$ cat config.mk
export PLATFORM = sky130hd
export DESIGN_NAME = snake_seg_top
export DESIGN_NICKNAME = d
export VERILOG_FILES = /design/src/hdl/game_pkg.sv /design/src/hdl/seg_pkg.sv /design/src/hdl/tick_gen.sv /design/src/hdl/button_cond.sv /design/src/hdl/path_nav.sv /design/src/hdl/game_ctrl.sv /design/src/hdl/seg_render.sv /design/src/hdl/snake_seg_top.sv
export SDC_FILE = /design/constraint.sdc
export NUM_CORES = 1
export LEC_CHECK = 0
export BUFFER_PORTS_ARGS = -buffer_cell sky130_fd_sc_hd__buf_4
export CORE_ASPECT_RATIO = 2
export CORE_UTILIZATION = 40
export CTS_CLUSTER_SIZE = 12
export DETAILED_ROUTE_END_ITERATION = 10
export MAX_ROUTING_LAYER = met4
export SLEW_MARGIN = 20
export SYNTH_ARGS = -nofsm -noshare
export SYNTH_HDL_FRONTEND = slang
export SYNTH_SLANG_ARGS = --single-unit
$ cat constraint.sdc
create_clock -name clk -period 5 [get_ports clk]
set_clock_uncertainty 0.2 [all_clocks]
set_input_delay 0.75 -clock clk [delete_from_list [all_inputs] [get_ports clk]]
set_output_delay 0.75 -clock clk [all_outputs]
set_load 0.02 [all_outputs]
$ cat src/hdl/game_pkg.sv
`default_nettype none

package game_pkg;

    typedef enum logic [1:0] {
        PH_IDLE  = 2'd0,
        PH_MOVE  = 2'd1,
        PH_TRAIL = 2'd2
    } phase_t;

    // Direction the head faces
    typedef enum logic [1:0] {
        HD_RIGHT = 2'd0,
        HD_LEFT  = 2'd1,
        HD_UP    = 2'd2,
        HD_DOWN  = 2'd3
    } heading_t;

    typedef enum logic [2:0] {
        SEG_A = 3'd0,
        SEG_B = 3'd1,
        SEG_C = 3'd2,
        SEG_D = 3'd3,
        SEG_E = 3'd4,
        SEG_F = 3'd5,
        SEG_G = 3'd6
    } seg_idx_t;

    // Phase lengths in ticks
    localparam int IDLE_SECONDS     = 3;
    localparam int TRAIL_HOLD_TICKS = 1;

    localparam int DEBOUNCE_SAMPLES = 4;

    // Board defaults for a 100 MHz clock
    localparam int DEF_SAMPLE_DIV = 100_000;
    localparam int DEF_SECOND_DIV = 100_000_000;

endpackage

`default_nettype wire

$ cat src/hdl/seg_pkg.sv
`default_nettype none

package seg_pkg;

    // Active-low word where bit i drives segment i (a is bit 0)
    typedef logic [6:0] seg_word_t;

    localparam seg_word_t SEG_ALL_OFF = 7'b111_1111;
    localparam seg_word_t SEG_ALL_ON  = 7'b000_0000;

    // Word with a single segment lit
    function automatic seg_word_t seg_pattern(input game_pkg::seg_idx_t idx);
        seg_word_t word;
        word = SEG_ALL_OFF;
        word[idx] = 1'b0;
        return word;
    endfunction

endpackage

`default_nettype wire

$ cat src/hdl/tick_gen.sv
`default_nettype none

module tick_gen #(
    parameter int DIV = 4
) (
    input  wire  clk,
    input  wire  rst,
    output logic tick
);

    localparam int CW = (DIV > 1) ? $clog2(DIV) : 1;
    localparam logic [CW-1:0] LAST = CW'(DIV - 1);

    logic [CW-1:0] cnt;

    always_ff @(posedge clk or posedge rst) begin
        if (rst) begin
            cnt <= '0;
        end else if (cnt == LAST) begin
            cnt <= '0;
        end else begin
            cnt <= cnt + 1'b1;
        end
    end

    // One clock wide enable on the wrap
    assign tick = (cnt == LAST);

endmodule

`default_nettype wire

$ cat src/hdl/button_cond.sv
`default_nettype none

module button_cond (
    input  wire  clk,
    input  wire  rst,
    input  wire  sample_tick,
    input  wire  btn,
    output logic press
);

    import game_pkg::*;

    logic [DEBOUNCE_SAMPLES-1:0] samples;
    logic                        stable;
    logic                        stable_d;

    // One sample per sample tick
    always_ff @(posedge clk or posedge rst) begin
        if (rst) begin
            samples <= '0;
        end else if (sample_tick) begin
            samples <= {samples[DEBOUNCE_SAMPLES-2:0], btn};
        end
    end

    assign stable = &samples;

    // Rising edge of the debounced level
    always_ff @(posedge clk or posedge rst) begin
        if (rst) begin
            stable_d <= 1'b0;
            press    <= 1'b0;
        end else begin
            stable_d <= stable;
            press    <= stable & ~stable_d;
        end
    end

endmodule

`default_nettype wire

$ cat src/hdl/path_nav.sv
`default_nettype none

module path_nav (
    input  wire                clk,
    input  wire                rst,
    input  game_pkg::phase_t   phase,
    input  wire                restart,
    input  wire                right_press,
    input  wire                left_press,
    input  wire                up_press,
    output game_pkg::seg_idx_t pos,
    output game_pkg::heading_t head
);

    import game_pkg::*;

    seg_idx_t nxt_pos;
    heading_t nxt_head;
    logic     active;

    assign active = (phase == PH_MOVE) || (phase == PH_TRAIL);

    // Navigation table where unmatched presses keep pos and head
    always_comb begin
        nxt_pos  = pos;
        nxt_head = head;
        case (pos)
            SEG_A: begin
                if (head == HD_RIGHT && right_press) begin
                    nxt_pos  = SEG_B;
                    nxt_head = HD_DOWN;
                end else if (head == HD_LEFT && left_press) begin
                    nxt_pos  = SEG_F;
                    nxt_head = HD_DOWN;
                end
            end
            SEG_B: begin
                if (head == HD_UP && left_press) begin
                    nxt_pos  = SEG_A;
                    nxt_head = HD_LEFT;
                end else if (head == HD_DOWN && right_press) begin
                    nxt_pos  = SEG_G;
                    nxt_head = HD_LEFT;
                end else if (head == HD_DOWN && up_press) begin
                    nxt_pos  = SEG_C;
                    nxt_head = HD_DOWN;
                end
            end
            SEG_C: begin
                if (head == HD_UP && left_press) begin
                    nxt_pos  = SEG_G;
                    nxt_head = HD_LEFT;
                end else if (head == HD_UP && up_press) begin
                    nxt_pos  = SEG_B;
                    nxt_head = HD_UP;
                end else if (head == HD_DOWN && right_press) begin
                    nxt_pos  = SEG_D;
                    nxt_head = HD_DOWN;
                end
            end
            SEG_D: begin
                if (head == HD_RIGHT && left_press) begin
                    nxt_pos  = SEG_C;
                    nxt_head = HD_UP;
                end else if (head == HD_LEFT && right_press) begin
                    nxt_pos  = SEG_E;
                    nxt_head = HD_UP;
                end
            end
            SEG_E: begin
                if (head == HD_UP && right_press) begin
                    nxt_pos  = SEG_G;
                    nxt_head = HD_RIGHT;
                end else if (head == HD_UP && up_press) begin
                    nxt_pos  = SEG_F;
                    nxt_head = HD_UP;
                end else if (head == HD_DOWN && left_press) begin
                    nxt_pos  = SEG_D;
                    nxt_head = HD_RIGHT;
                end
            end
            SEG_F: begin
                if (head == HD_UP && right_press) begin
                    nxt_pos  = SEG_A;
                    nxt_head = HD_RIGHT;
                end else if (head == HD_DOWN && left_press) begin
                    nxt_pos  = SEG_G;
                    nxt_head = HD_RIGHT;
                end
            end
            SEG_G: begin
                if (head == HD_RIGHT && left_press) begin
                    nxt_pos  = SEG_B;
                    nxt_head = HD_UP;
                end else if (head == HD_RIGHT && right_press) begin
                    nxt_pos  = SEG_C;
                    nxt_head = HD_DOWN;
                end else if (head == HD_LEFT && left_press) begin
                    nxt_pos  = SEG_E;
                    nxt_head = HD_DOWN;
                end else if (head == HD_LEFT && right_press) begin
                    nxt_pos  = SEG_F;
                    nxt_head = HD_UP;
                end
            end
            default: begin
                nxt_pos  = SEG_G;
                nxt_head = HD_LEFT;
            end
        endcase
    end

    always_ff @(posedge clk or posedge rst) begin
        if (rst) begin
            pos  <= SEG_G;
            head <= HD_LEFT;
        end else if (restart) begin
            pos  <= SEG_G;
            head <= HD_LEFT;
        end else if (active) begin
            pos  <= nxt_pos;
            head <= nxt_head;
        end
    end

endmodule

`default_nettype wire

$ cat src/hdl/game_ctrl.sv
`default_nettype none

module game_ctrl (
    input  wire                 clk,
    input  wire                 rst,
    input  wire                 second_tick,
    input  wire                 half_tick,
    input  wire                 down_press,
    input  game_pkg::seg_idx_t  pos,
    output game_pkg::phase_t    phase,
    output logic                restart,
    output seg_pkg::seg_word_t  trail,
    output logic                init,
    output logic                move,
    output logic                fall
);

    import game_pkg::*;
    import seg_pkg::*;

    localparam int SEC_W  = $clog2(IDLE_SECONDS + 1);
    localparam int HOLD_W = (TRAIL_HOLD_TICKS > 1) ? $clog2(TRAIL_HOLD_TICKS) : 1;

    logic [SEC_W-1:0]  sec_cnt;
    logic [HOLD_W-1:0] hold_cnt;
    logic              trail_full;

    assign trail_full = (trail == SEG_ALL_ON);

    // Last half tick of the hold after a full trail
    assign restart = (phase == PH_TRAIL) && trail_full && half_tick &&
                     (hold_cnt == HOLD_W'(TRAIL_HOLD_TICKS - 1));

    always_ff @(posedge clk or posedge rst) begin
        if (rst) begin
            phase    <= PH_IDLE;
            sec_cnt  <= '0;
            hold_cnt <= '0;
            trail    <= SEG_ALL_OFF;
        end else begin
            case (phase)
                PH_IDLE: begin
                    // Leave one clock after the last second tick
                    if (sec_cnt == SEC_W'(IDLE_SECONDS)) begin
                        phase   <= PH_MOVE;
                        sec_cnt <= '0;
                    end else if (second_tick) begin
                        sec_cnt <= sec_cnt + 1'b1;
                    end
                end
                PH_MOVE: begin
                    if (down_press) begin
                        phase    <= PH_TRAIL;
                        trail    <= SEG_ALL_OFF;
                        hold_cnt <= '0;
                    end
                end
                PH_TRAIL: begin
                    trail[pos] <= 1'b0;
                    if (restart) begin
                        phase <= PH_IDLE;
                    end else if (trail_full && half_tick) begin
                        hold_cnt <= hold_cnt + 1'b1;
                    end
                end
                default: phase <= PH_IDLE;
            endcase
        end
    end

    assign init = (phase == PH_IDLE);
    assign move = (phase == PH_MOVE);
    assign fall = (phase == PH_TRAIL);

endmodule

`default_nettype wire

$ cat src/hdl/seg_render.sv
`default_nettype none

module seg_render (
    input  wire                 clk,
    input  wire                 rst,
    input  wire                 half_tick,
    input  game_pkg::phase_t    phase,
    input  game_pkg::seg_idx_t  pos,
    input  seg_pkg::seg_word_t  trail,
    output seg_pkg::seg_word_t  seg
);

    import game_pkg::*;
    import seg_pkg::*;

    logic blink;

    // Blink starts low on every trail entry
    always_ff @(posedge clk or posedge rst) begin
        if (rst) begin
            blink <= 1'b0;
        end else if (phase != PH_TRAIL) begin
            blink <= 1'b0;
        end else if (half_tick) begin
            blink <= ~blink;
        end
    end

    always_comb begin
        seg = seg_pattern(pos);
        if (phase == PH_TRAIL) begin
            seg = trail;
            // Current segment flips while blink is high
            if (blink) begin
                seg[pos] = ~trail[pos];
            end
        end
    end

endmodule

`default_nettype wire

$ cat src/hdl/snake_seg_top.sv
`default_nettype none

module snake_seg_top #(
    parameter int SAMPLE_DIV = game_pkg::DEF_SAMPLE_DIV,
    parameter int SECOND_DIV = game_pkg::DEF_SECOND_DIV
) (
    input  wire                 clk,
    input  wire                 rst,
    input  wire                 right,
    input  wire                 left,
    input  wire                 up,
    input  wire                 down,
    output seg_pkg::seg_word_t  seg,
    output logic                init,
    output logic                move,
    output logic                fall,
    output game_pkg::heading_t  head,
    output game_pkg::seg_idx_t  pos
);

    import game_pkg::*;
    import seg_pkg::*;

    localparam int HALF_DIV = SECOND_DIV / 2;

    logic      sample_tick;
    logic      second_tick;
    logic      half_tick;
    logic      right_press;
    logic      left_press;
    logic      up_press;
    logic      down_press;
    logic      restart;
    phase_t    phase;
    seg_word_t trail;

    tick_gen #(.DIV(SAMPLE_DIV)) u_sample_tick (.clk(clk), .rst(rst), .tick(sample_tick));
    tick_gen #(.DIV(SECOND_DIV)) u_second_tick (.clk(clk), .rst(rst), .tick(second_tick));
    tick_gen #(.DIV(HALF_DIV))   u_half_tick   (.clk(clk), .rst(rst), .tick(half_tick));

    button_cond u_btn_right (
        .clk(clk), .rst(rst), .sample_tick(sample_tick), .btn(right), .press(right_press)
    );
    button_cond u_btn_left (
        .clk(clk), .rst(rst), .sample_tick(sample_tick), .btn(left), .press(left_press)
    );
    button_cond u_btn_up (
        .clk(clk), .rst(rst), .sample_tick(sample_tick), .btn(up), .press(up_press)
    );
    button_cond u_btn_down (
        .clk(clk), .rst(rst), .sample_tick(sample_tick), .btn(down), .press(down_press)
    );

    game_ctrl u_ctrl (
        .clk        (clk),
        .rst        (rst),
        .second_tick(second_tick),
        .half_tick  (half_tick),
        .down_press (down_press),
        .pos        (pos),
        .phase      (phase),
        .restart    (restart),
        .trail      (trail),
        .init       (init),
        .move       (move),
        .fall       (fall)
    );

    path_nav u_nav (
        .clk        (clk),
        .rst        (rst),
        .phase      (phase),
        .restart    (restart),
        .right_press(right_press),
        .left_press (left_press),
        .up_press   (up_press),
        .pos        (pos),
        .head       (head)
    );

    seg_render u_render (
        .clk      (clk),
        .rst      (rst),
        .half_tick(half_tick),
        .phase    (phase),
        .pos      (pos),
        .trail    (trail),
        .seg      (seg)
    );

endmodule

`default_nettype wire

==> metrics.cfg, run 1 <==
[place]
dp_hpwl_microns=7820
port_buffers=20
place.gp.congestion=0.837
pre_cts_ws_ns=1.93

[floorplan]
initial_core_util_pct=40.8
core_area_sq_mm=0.0139
rows=61
dieWidth_microns=86.2
die_h_microns=170
pin_count=21
dieArea_sq_mm=0.0147

[drt]
wirelength_microns=11300
drc=0
drt_iter0_drc=180
viasPerCell=5.46
vias=4161
drtAntennaViolNets=0
firstDrtPassIters=4
wl_per_cell_microns=14.8

[worst_setup_path]
cp_max_fo=24
cp-end-kind=output pin
crit_path_top_delay_cell=dfrtp_1
crit_chain=nor2b_1 -> nand2_1 -> o21ai_0 -> mux2i_1 -> o21ai_1 -> a32oi_1 -> buf_4
max_stage_delay_ns=0.80
cp.arrival_ns=2.51
required_ns=4.05
start_kind=register
crit_type=reg2out

[clock_tree]
holdBufCountCts=0
postCtsSetupBuffers=0
cts_max_path_buffers=2
postCtsResizedCells=0
clock-root-buffer=clkbuf_16
cts_tree=built
htreeDepth=3
clk_latency_ns=0.35
cts.sinks=112
clkSlewWorstSetupHoldPaths_ns=0.08
cts_buffers=9

[min_path]
hold_path.class=reg2reg

[logic_synthesis]
synth.avg_cell_area_sq_um=10.2
ys_seq_elements=112
syn_nets=568
yosys_most_used_dff=dfrtp_1
synthCells=555
async_reset_ff_share_pct=100
synth_cell_types=68
ys_seq_area_share_pct=49.7
synth_edf_count=0
syn_area_sq_mm=0.00567
ys_warn_count=0

[sta]
slew_headroom_pct=28.4
fmax_mhz=289
setup_tns_ns=0
report.final.setup_viol=0
setup_slack_ns=1.54
finalHoldViolCount=0
worst_slew_pin_slew_ns=1.07
fin_crit_sh_pct=69.2
slew_viol_final=0
rsz0062_at_grt=no
fin_crit_ns=3.46

[power_and_ir_drop]
switching_share_pct=21.1
pwr-share-clk_pct=43.7
p_seq_share_pct=55.0
p_int_mw=1.30
peakVddDrop_uv=165
switching_power_uw=348
combPwrFrac_pct=1.3
p_leak_nw=2.83
pwr_density_cell_mw_per_mm2=262

[layout]
antenna_cells=0
drive_above_1_share_pct=15.5
final_nets=581
final_util_pct=45.3
area_delta_synth_final_pct=10.9

[global_routing]
grt_use_total_pct=17.1
grt_pass1_wl_microns=19300
grt_pass1_vias=4076
grt_max_degree=86
grt_antenna_before_repair=0
overflow=0

[flow_run]
max-cap-violations=0

[outcome]
status=finished, final reports clean

## flip-flops by register name (all words and copies together), names as in the netlist, 2 cells and up
register,count
u_btn_down.samples,4
u_btn_left.samples,4
u_btn_right.samples,4
u_btn_up.samples,4
u_ctrl.phase,2
u_ctrl.sec_cnt,2
u_ctrl.trail,7
u_half_tick.cnt,26
u_nav.head,2
u_nav.pos,3
u_sample_tick.cnt,17
u_second_tick.cnt,27
## power groups by stage
stage | Sequential, mW | Clock (mW) | Combinational, mW
detailed placement | 0.923 | 0 | 0.0223
floorplan | 0.923 | 0 | 0.0131
global route | 0.905 | 0.784 | 0.0251
CTS | 0.905 | 0.746 | 0.0224
finish | 0.906 | 0.720 | 0.0209
global placement | 0.923 | 0 | 0.0218
## Yosys cell counts, types with 7 or more instances
| cell type | count | area (sq um) |
|---|---|---|
| xor2_1 | 35 | 307 |
| buf_2 | 11 | 55.1 |
| ha_1 | 7 | 87.6 |
| mux2_2 | 17 | 191 |
| a211oi_1 | 7 | 52.6 |
| nand2_1 | 50 | 188 |
| o21ai_0 | 19 | 95.1 |
| inv_1 | 13 | 48.8 |
| mux2i_1 | 7 | 70.1 |
| nand4_1 | 13 | 81.3 |
| nor3_1 | 15 | 75.1 |
| a21oi_1 | 15 | 75.1 |
| and3_1 | 9 | 56.3 |
| xnor2_1 | 26 | 228 |
| nor2_1 | 62 | 233 |
| dfstp_2 | 10 | 263 |
| nor2b_1 | 13 | 81.3 |
| and4_1 | 9 | 78.8 |
| clkbuf_1 | 8 | 30.0 |
| nand3_1 | 31 | 155 |
| dfrtp_1 | 102 | 2550 |
## layout by cell type (no fill, tap or decap), drive strengths merged, types with 9 or more instances in the layout
cell type | synthesis | layout
clkbuf | 8 | 9
nand4 | 13 | 13
nand2 | 52 | 52
a21oi | 15 | 15
o21ai | 21 | 21
and3 | 10 | 10
nor2b | 13 | 13
inv | 14 | 16
buf | 12 | 22
nor2 | 62 | 62
dfrtp | 102 | 102
and4 | 10 | 10
dfstp | 10 | 10
nor3 | 18 | 18
mux2 | 18 | 18
nand3 | 33 | 33
xor2 | 35 | 35
xnor2 | 26 | 26
## logic make-up (layout without fill, tap and decap cells)
logic type               count (synthesis)  in the layout  synth area share [%]
adder cells (fa/ha/maj)                  7              7                  1.55
multiplexers                            26             26                  5.21
flip-flops                             112            112                  49.7
AO/OA/AOI/OAI                           72             72                  8.74
XOR/XNOR                                61             61                  9.43
AND/OR/NAND/NOR                        243            243                  22.9
buffers and inverters                   34             52                  2.49
## metrics by stage
step / instances / total power [mW] / hold WS, ns / area, sq um
2_1_floorplan: 555 / 0.936 / 0.178 / 5670
3_3_place_gp: 746 / 0.945 / 0.185 / 5980
3_5_place_dp: 746 / 0.945 / 0.190 / 5980
4_1_cts: 762 / 1.67 / 0.201 / 6280
5_1_grt: 762 / 1.71 / 0.208 / 6290
6_report: 762 / 1.65 / 0.198 / 6290
## routing by layer
metal	global-route usage (%)	routed length, microns
met5	-	0
met4	9.49	403
met3	2.57	228
met2	28.6	5870
met1	19.3	4750
## worst max-delay path, delay by kind of cell, from the launching register on
| family | cells | cell delay (ns) |
|---|---|---|
| buffers and inverters | 1 | 0.19 |
| muxes | 1 | 0.09 |
| and+or+nand+nor | 2 | 0.42 |
| DFF | 1 | 0.80 |
| AOI/OAI and AO/OA | 3 | 0.67 |
## final cells by class
class,instances,area (sq um)
Multi-Input combinational cell,409,2720
Tap cell,189,236
Sequential cell,112,2820
Clock inverter,7,70.1
Clock buffer,9,225
Inverter,14,57.6
Timing Repair Buffer,22,165
Fill cell,1323,7600
## path summary, 6_finish.rpt
kind	startpoint	end	slack (ns)	depth (start not counted)
max	u_nav.pos[0]	seg[5]	1.54	7
min	u_btn_right.stable_d	u_btn_right.press	0.20	1
max reg2reg	u_sample_tick.cnt[12]	u_btn_down.samples[1]	2.25	5
min reg2reg	u_btn_right.stable_d	u_btn_right.press	0.20	1
max in group asynchronous	rst	u_second_tick.cnt[20]	3.44	3
min in group asynchronous	rst	u_btn_up.samples[2]	0.30	2
No activity file was read; power rests on OpenSTA's default activity.
==> run 2: changes to the inputs <==
==> constraint.sdc (replaced) <==
create_clock -name clk -period 2.9 [get_ports clk]
set_clock_uncertainty 0.2 [all_clocks]
set_input_delay 0.435 -clock clk [delete_from_list [all_inputs] [get_ports clk]]
set_output_delay 0.435 -clock clk [all_outputs]
set_load 0.02 [all_outputs]
==> metrics.cfg, run 2 (synthesized netlist as in run 1, its figures left out) <==
[outcome]
status=finished, final reports clean

[worst_setup_path]
worstRegToRegCells=6  ; +1
r2r-start=u_half_tick.cnt[9]
critPathMostFrequentCell=mux2i_1
crit_path_top_delay_cell=dfstp_4
max_stage_delay_ns=0.71  ; -0.09 ns
cp.arrival_ns=2.15  ; -0.36 ns
r2r_slack_ns=0.45  ; -1.80 ns
cp-end-kind=output pin
start_kind=register
required_ns=2.27  ; -1.78 ns
critPathLaunch=u_nav.pos[1]
crit_chain=mux2i_1 -> o21ai_0 -> mux2i_1 -> o21ai_2 -> a32oi_1 -> buf_4
cp_max_fo=12  ; -50%
reg2reg_to=u_ctrl.phase[1]
crit_type=reg2out

[power_and_ir_drop]
combPwrFrac_pct=1.4  ; about the same
pwr-share-clk_pct=44.1  ; +0.4 points
p_seq_share_pct=54.5  ; -0.5 points
peakVddDrop_uv=276  ; +67%
switching_share_pct=23.3  ; +2.2 points
switching_power_uw=667  ; +92%
pwr_density_cell_mw_per_mm2=447  ; +71%
p_leak_nw=2.87  ; +1.6%
p_int_mw=2.20  ; +69%

[sta]
report.final.setup_viol=0  ; unchanged
rsz0062_at_grt=no
fin_crit_ns=2.79
setup_tns_ns=0  ; unchanged
worst_slew_pin_slew_ns=0.772  ; -0.303 ns
slew_headroom_pct=48.4  ; +20 points
slew_viol_final=0  ; unchanged
fmax_mhz=359
fin_crit_sh_pct=96.1
finalHoldViolCount=0  ; unchanged

[flow_run]
max-cap-violations=0  ; unchanged

[global_routing]
grt_pass1_vias=4184  ; +2.6%
grt_use_total_pct=17.7  ; +0.64 points
grt_pass1_wl_microns=19900  ; +3.1%
overflow=0  ; unchanged
grt_max_degree=45  ; -48%
grt_antenna_before_repair=0  ; unchanged

[place]
place.gp.congestion=0.911  ; +8.9%
dp_hpwl_microns=8330  ; +6.5%
port_buffers=20  ; unchanged

[drt]
vias=4101  ; -1.4%
drtAntennaViolNets=0  ; unchanged
firstDrtPassIters=4  ; unchanged
viasPerCell=5.32  ; -2.6%
wirelength_microns=11500  ; +2.1%
drt_iter0_drc=217  ; +21%
wl_per_cell_microns=14.9  ; +0.91%
drc=0  ; unchanged

[floorplan]
dieWidth_microns=86.2  ; unchanged
rows=61  ; unchanged
pin_count=21  ; unchanged
dieArea_sq_mm=0.0147  ; unchanged
initial_core_util_pct=40.8  ; unchanged
die_h_microns=170  ; unchanged
core_area_sq_mm=0.0139  ; unchanged

[layout]
final_util_pct=46.2  ; +0.90 points
drive_above_1_share_pct=17.2  ; +1.6 points
antenna_cells=0  ; unchanged
final_common_cell=dfrtp_1
largest_reg_flops=27  ; unchanged
area_delta_synth_final_pct=13.1
final_nets=590  ; +1.5%
regMostFlops=u_second_tick.cnt
reg_top3=u_second_tick.cnt: 27 flops, u_half_tick.cnt: 26 flops, u_sample_tick.cnt: 17 flops
mostFrequentLayoutCells=101 x dfrtp_1, 62 x nor2_1, 50 x nand2_1, 35 x xor2_1, 31 x nand3_1

[clock_tree]
htreeDepth=3  ; unchanged
clk_latency_ns=0.36  ; about the same
cts_max_path_buffers=2  ; unchanged
clock-root-buffer=clkbuf_16
cts_buffers=9  ; unchanged
clkSlewWorstSetupHoldPaths_ns=0.08  ; about the same
holdBufCountCts=0  ; unchanged
cts_tree=built
cts.sinks=112  ; unchanged

[min_path]
hold_path.class=in2async

## run 2: changes by cell type in the layout (fill, tap and decap cells not counted), moves of 2 or more
cell,previous run,this run
buf_12,0,2
inv_6,3,0
buf_4,22,29
clkinv_8,0,5
clkinv_2,3,0
## run 2: routing by layer
layer	part of all wire [%]	global-route usage [%]	wire length (microns)	vias up
met5	0	-	0	-
met2	53	30.1	6120	99
met3	2.5	2.47	293	25
met4	3.9	9.64	444	0
met1	40	19.8	4640	1976
li1	-	-	-	2001
## run 2: power by group through the flow
stage | sequential (mW) | combinational, mW | clock, mW
floorplan | 1.59 | 0.0229 | 0
global placement | 1.59 | 0.0433 | 0
detailed placement | 1.59 | 0.0449 | 0
CTS | 1.56 | 0.0450 | 1.31
global route | 1.56 | 0.0490 | 1.37
finish | 1.56 | 0.0412 | 1.26
## run 2: worst max-delay path by stage
stage               endpoint  cells after the start
finish                seg[5]                      6
global route          seg[5]                      5
CTS                   seg[5]                      6
detailed placement    seg[5]                      6
global placement      seg[5]                      6
floorplan             seg[5]                      6
## run 2: repair_timing
action / in CTS / in global routing
gates resized for setup: 2 / 1
pin swaps: 0 / 0
buffers inserted: 0 / 1
endpoints found under the setup margin: 7 / 2
## run 2: layout make-up
| cell class | instances | area (sq um) |
|---|---|---|
| Fill cell | 1329 | 7480 |
| Sequential cell | 112 | 2820 |
| Multi-Input combinational cell | 409 | 2710 |
| Timing Repair Buffer | 31 | 258 |
| Tap cell | 189 | 236 |
| Clock buffer | 9 | 225 |
| Clock inverter | 7 | 101 |
| Inverter | 14 | 56.3 |
## run 2: stage by stage
step / cell area (sq um) / setup slack [ns] / instances / hold WS [ns] / total power, mW
finish: 6410 / 0.113 / 771 / 0.0138 / 2.87
global placement: 6070 / 0.419 / 754 / 0.182 / 1.63
global route: 6410 / 0.0596 / 771 / 0.0677 / 2.98
floorplan: 5670 / 0.212 / 555 / 0.178 / 1.61
CTS: 6400 / 0.0547 / 770 / 0.0310 / 2.91
detailed placement: 6070 / 0.267 / 754 / 0.182 / 1.64
## run 2: critical path: cells and delay by family (launching register included)
kind,cells,cell delay (ns)
AOI/OAI and AO/OA,3,0.49
buffers and inverters,1,0.17
muxes,2,0.43
DFF,1,0.71
==> run 3: changes to the inputs <==
--- a/config.mk
+++ b/config.mk
@@ -5,6 +5,7 @@
 export SDC_FILE = /design/constraint.sdc
 export NUM_CORES = 1
 export LEC_CHECK = 0
+export ABC_AREA = 1
 export BUFFER_PORTS_ARGS = -buffer_cell sky130_fd_sc_hd__buf_4
 export CORE_ASPECT_RATIO = 2
 export CORE_UTILIZATION = 40
==> metrics.cfg, run 3 <==
[power_and_ir_drop]
switching_share_pct=23.0  ; -0.24 points
p_leak_nw=3.41  ; +19%
p_int_mw=2.20  ; about the same
pwr-share-clk_pct=44.1  ; about the same
combPwrFrac_pct=1.3  ; about the same
p_seq_share_pct=54.6  ; about the same
peakVddDrop_uv=250  ; -9.5%
pwr_density_cell_mw_per_mm2=399  ; -11%
switching_power_uw=659  ; -1.3%

[global_routing]
grt_use_total_pct=20.4  ; +2.7 points
grt_max_degree=113  ; +150%
overflow=0  ; unchanged
grt_pass1_vias=5451  ; +30%
grt_pass1_wl_microns=26000  ; +31%
grt_antenna_before_repair=0  ; unchanged

[drt]
wl_per_cell_microns=14.1  ; -5.2%
drc=0  ; unchanged
drtAntennaViolNets=0  ; unchanged
viasPerCell=5.06  ; -5.0%
vias=5465  ; +33%
drt_iter0_drc=270  ; +24%
wirelength_microns=15300  ; +33%
firstDrtPassIters=4  ; unchanged

[logic_synthesis]
synth.area.top_cells=dfrtp_1 39%, nand2_1 11%, inv_1 6.9%
ys_seq_elements=112  ; unchanged
synth_common_cells=192 x nand2_1, 119 x inv_1, 115 x nor2_1, 102 x dfrtp_1, 60 x nand3_1
synth_cell_types=40  ; -41%
yosys_most_used_dff=dfrtp_1
syn_nets=866  ; +52%
syn_area_sq_mm=0.00650  ; +15%
ys_seq_area_share_pct=43.3  ; -6.4 points
synth.avg_cell_area_sq_um=7.62  ; -25%
synth_top_cell_area_share_pct=39.3  ; -5.8 points
synth_edf_count=0  ; unchanged
ys_warn_count=0  ; unchanged
yosysTopAreaCell=dfrtp_1
async_reset_ff_share_pct=100  ; unchanged
synth_most_common_cell=nand2_1
synthCells=853  ; +54%

[floorplan]
initial_core_util_pct=41.0  ; +0.21 points
rows=65  ; +6.6%
dieWidth_microns=92.2  ; +7.0%
pin_count=21  ; unchanged
core_area_sq_mm=0.0159  ; +14%
die_h_microns=182  ; +7.0%
dieArea_sq_mm=0.0168  ; +14%

[clock_tree]
cts_max_path_buffers=2  ; unchanged
cts.sinks=112  ; unchanged
clkSlewWorstSetupHoldPaths_ns=0.08  ; about the same
clock-root-buffer=clkbuf_16
cts_tree=built
cts_buffers=9  ; unchanged
holdBufCountCts=0  ; unchanged
postCtsSetupBuffers=0  ; unchanged
clk_latency_ns=0.36  ; about the same
htreeDepth=3  ; unchanged

[place]
dp_hpwl_microns=11500  ; +39%
post-place-cells=1065  ; +41%
place.gp.congestion=0.921  ; +1.1%
port_buffers=20  ; unchanged

[layout]
antenna_cells=0  ; unchanged
reg_top3=u_second_tick.cnt: 27 flops, u_half_tick.cnt: 26 flops, u_sample_tick.cnt: 17 flops
final_common_cell=nand2_1
final_nets=888  ; +51%
regMostFlops=u_second_tick.cnt
area_delta_synth_final_pct=10.1
largest_reg_flops=27  ; unchanged
final_cell_count_no_fill=1081  ; +40%
mostFrequentLayoutCells=191 x nand2_1, 118 x inv_1, 115 x nor2_1, 102 x dfrtp_1, 60 x nand3_1
drive_above_1_share_pct=14.1  ; -3.1 points

[worst_setup_path]
start_kind=register
required_ns=2.27  ; about the same
cp-end-kind=output pin
crit_type=reg2out
r2r_slack_ns=0.66  ; +0.21 ns
cp.arrival_ns=2.09  ; -0.06 ns
cp_max_fo=13  ; +1

[sta]
finalHoldViolCount=0  ; unchanged
worst_slew_pin_slew_ns=0.612  ; -0.160 ns
setup_tns_ns=0  ; unchanged
fmax_mhz=367  ; +2.3%
slew_viol_final=0  ; unchanged
report.final.setup_viol=0  ; unchanged
rsz0062_at_grt=no
slew_headroom_pct=59.2  ; +11 points
fin_crit_sh_pct=93.9  ; -2.2 points
fin_crit_ns=2.72  ; -0.0626 ns

[outcome]
status=finished, final reports clean

[min_path]
hold_path.class=in2async

[flow_run]
max-cap-violations=0  ; unchanged

[run 3: cell types whose count changed in the layout (fill, tap and decap cells not counted), moves of 12 or more]
cell     change
mux2_2      -17
o21ai_0     +17
nor2b_1     -13
xnor2_1     -16
nand2_2     +12
nand2_1    +141
o21ai_1     +17
inv_2       +13
nand3_1     +29
nor2_2      +17
inv_1      +106
nor2_1      +53
[run 3: path summary, 6_finish.rpt]
path	startpoint	endpoint	cells after the start
max	u_nav.pos[1]	seg[4]	10
min	rst	u_second_tick.cnt[4]	3
max reg2reg	u_ctrl.phase[0]	u_ctrl.phase[1]	9
min reg2reg	u_btn_up.stable_d	u_btn_up.press	1
max in group asynchronous	rst	u_sample_tick.cnt[8]	3
min in group clk	right	u_btn_right.samples[0]	3
[run 3: logic make-up after synthesis]
| family | count (synthesis) | synth area share (%) |
|---|---|---|
| xor gates and xnor gates | 36 | 4.85 |
| AOI/OAI and AO/OA | 70 | 5.72 |
| and+or+nand+nor | 483 | 35.7 |
| adders and majority gates | 7 | 1.35 |
| buffers and inverters | 145 | 9.06 |
| DFF | 112 | 43.3 |
[run 3: worst max-delay path: stages (launching register included)]
cell     delay, ns
dfstp_2       0.69
inv_1         0.07
nand2_1       0.10
inv_1         0.08
a22oi_1       0.14
nand2_1       0.07
nand2_1       0.13
nand3_1       0.08
nand3_1       0.08
o21ai_0       0.10
buf_4         0.19
[run 3: repair_timing]
item                       CTS  global route
hold endpoints to repair     0             0
gates resized for setup      0             2
setup endpoints to repair    0             3
[run 3: power by group through the flow]
stage,registers (mW),logic [mW],clock network (mW)
after floorplan,1.59,0.0229,0
after global placement,1.59,0.0417,0
after detailed placement,1.59,0.0416,0
after CTS,1.56,0.0415,1.30
after global routing,1.56,0.0458,1.36
final,1.56,0.0382,1.26
[run 3: stage by stage]
stage	setup slack (ns)	hold slack, ns	total power, mW	area (sq um)	utilization, %
2_1_floorplan	0.677	0.183	1.61	6510	-
3_3_place_gp	0.537	0.194	1.63	6850	43.2
3_5_place_dp	0.510	0.206	1.63	6850	43.2
4_1_cts	0.120	0.0763	2.90	7150	45.1
5_1_grt	0.0147	0.0981	2.97	7160	45.1
6_report	0.176	0.0486	2.86	7160	45.1
[run 3: layer usage]
| metal | GRT usage [%] | vias to the layer above | share of wire (%) |
|---|---|---|---|
| met5 | - | - | 0 |
| met2 | 38.7 | 104 | 56 |
| met1 | 19.5 | 2570 | 37 |
| met3 | 2.67 | 50 | 2.0 |
| met4 | 11.2 | 0 | 4.6 |
| li1 | - | 2741 | - |
[run 3: area by class of cell]
| class | instances | area (sq um) |
|---|---|---|
| clock inverters | 6 | 58.8 |
| fillers | 1647 | 8700 |
| inverters | 133 | 503 |
| flip-flops and latches | 112 | 2820 |
| repair buffers | 23 | 185 |
| clock buffers | 10 | 239 |
| well taps | 201 | 251 |
| multi-input cells | 596 | 3110 |
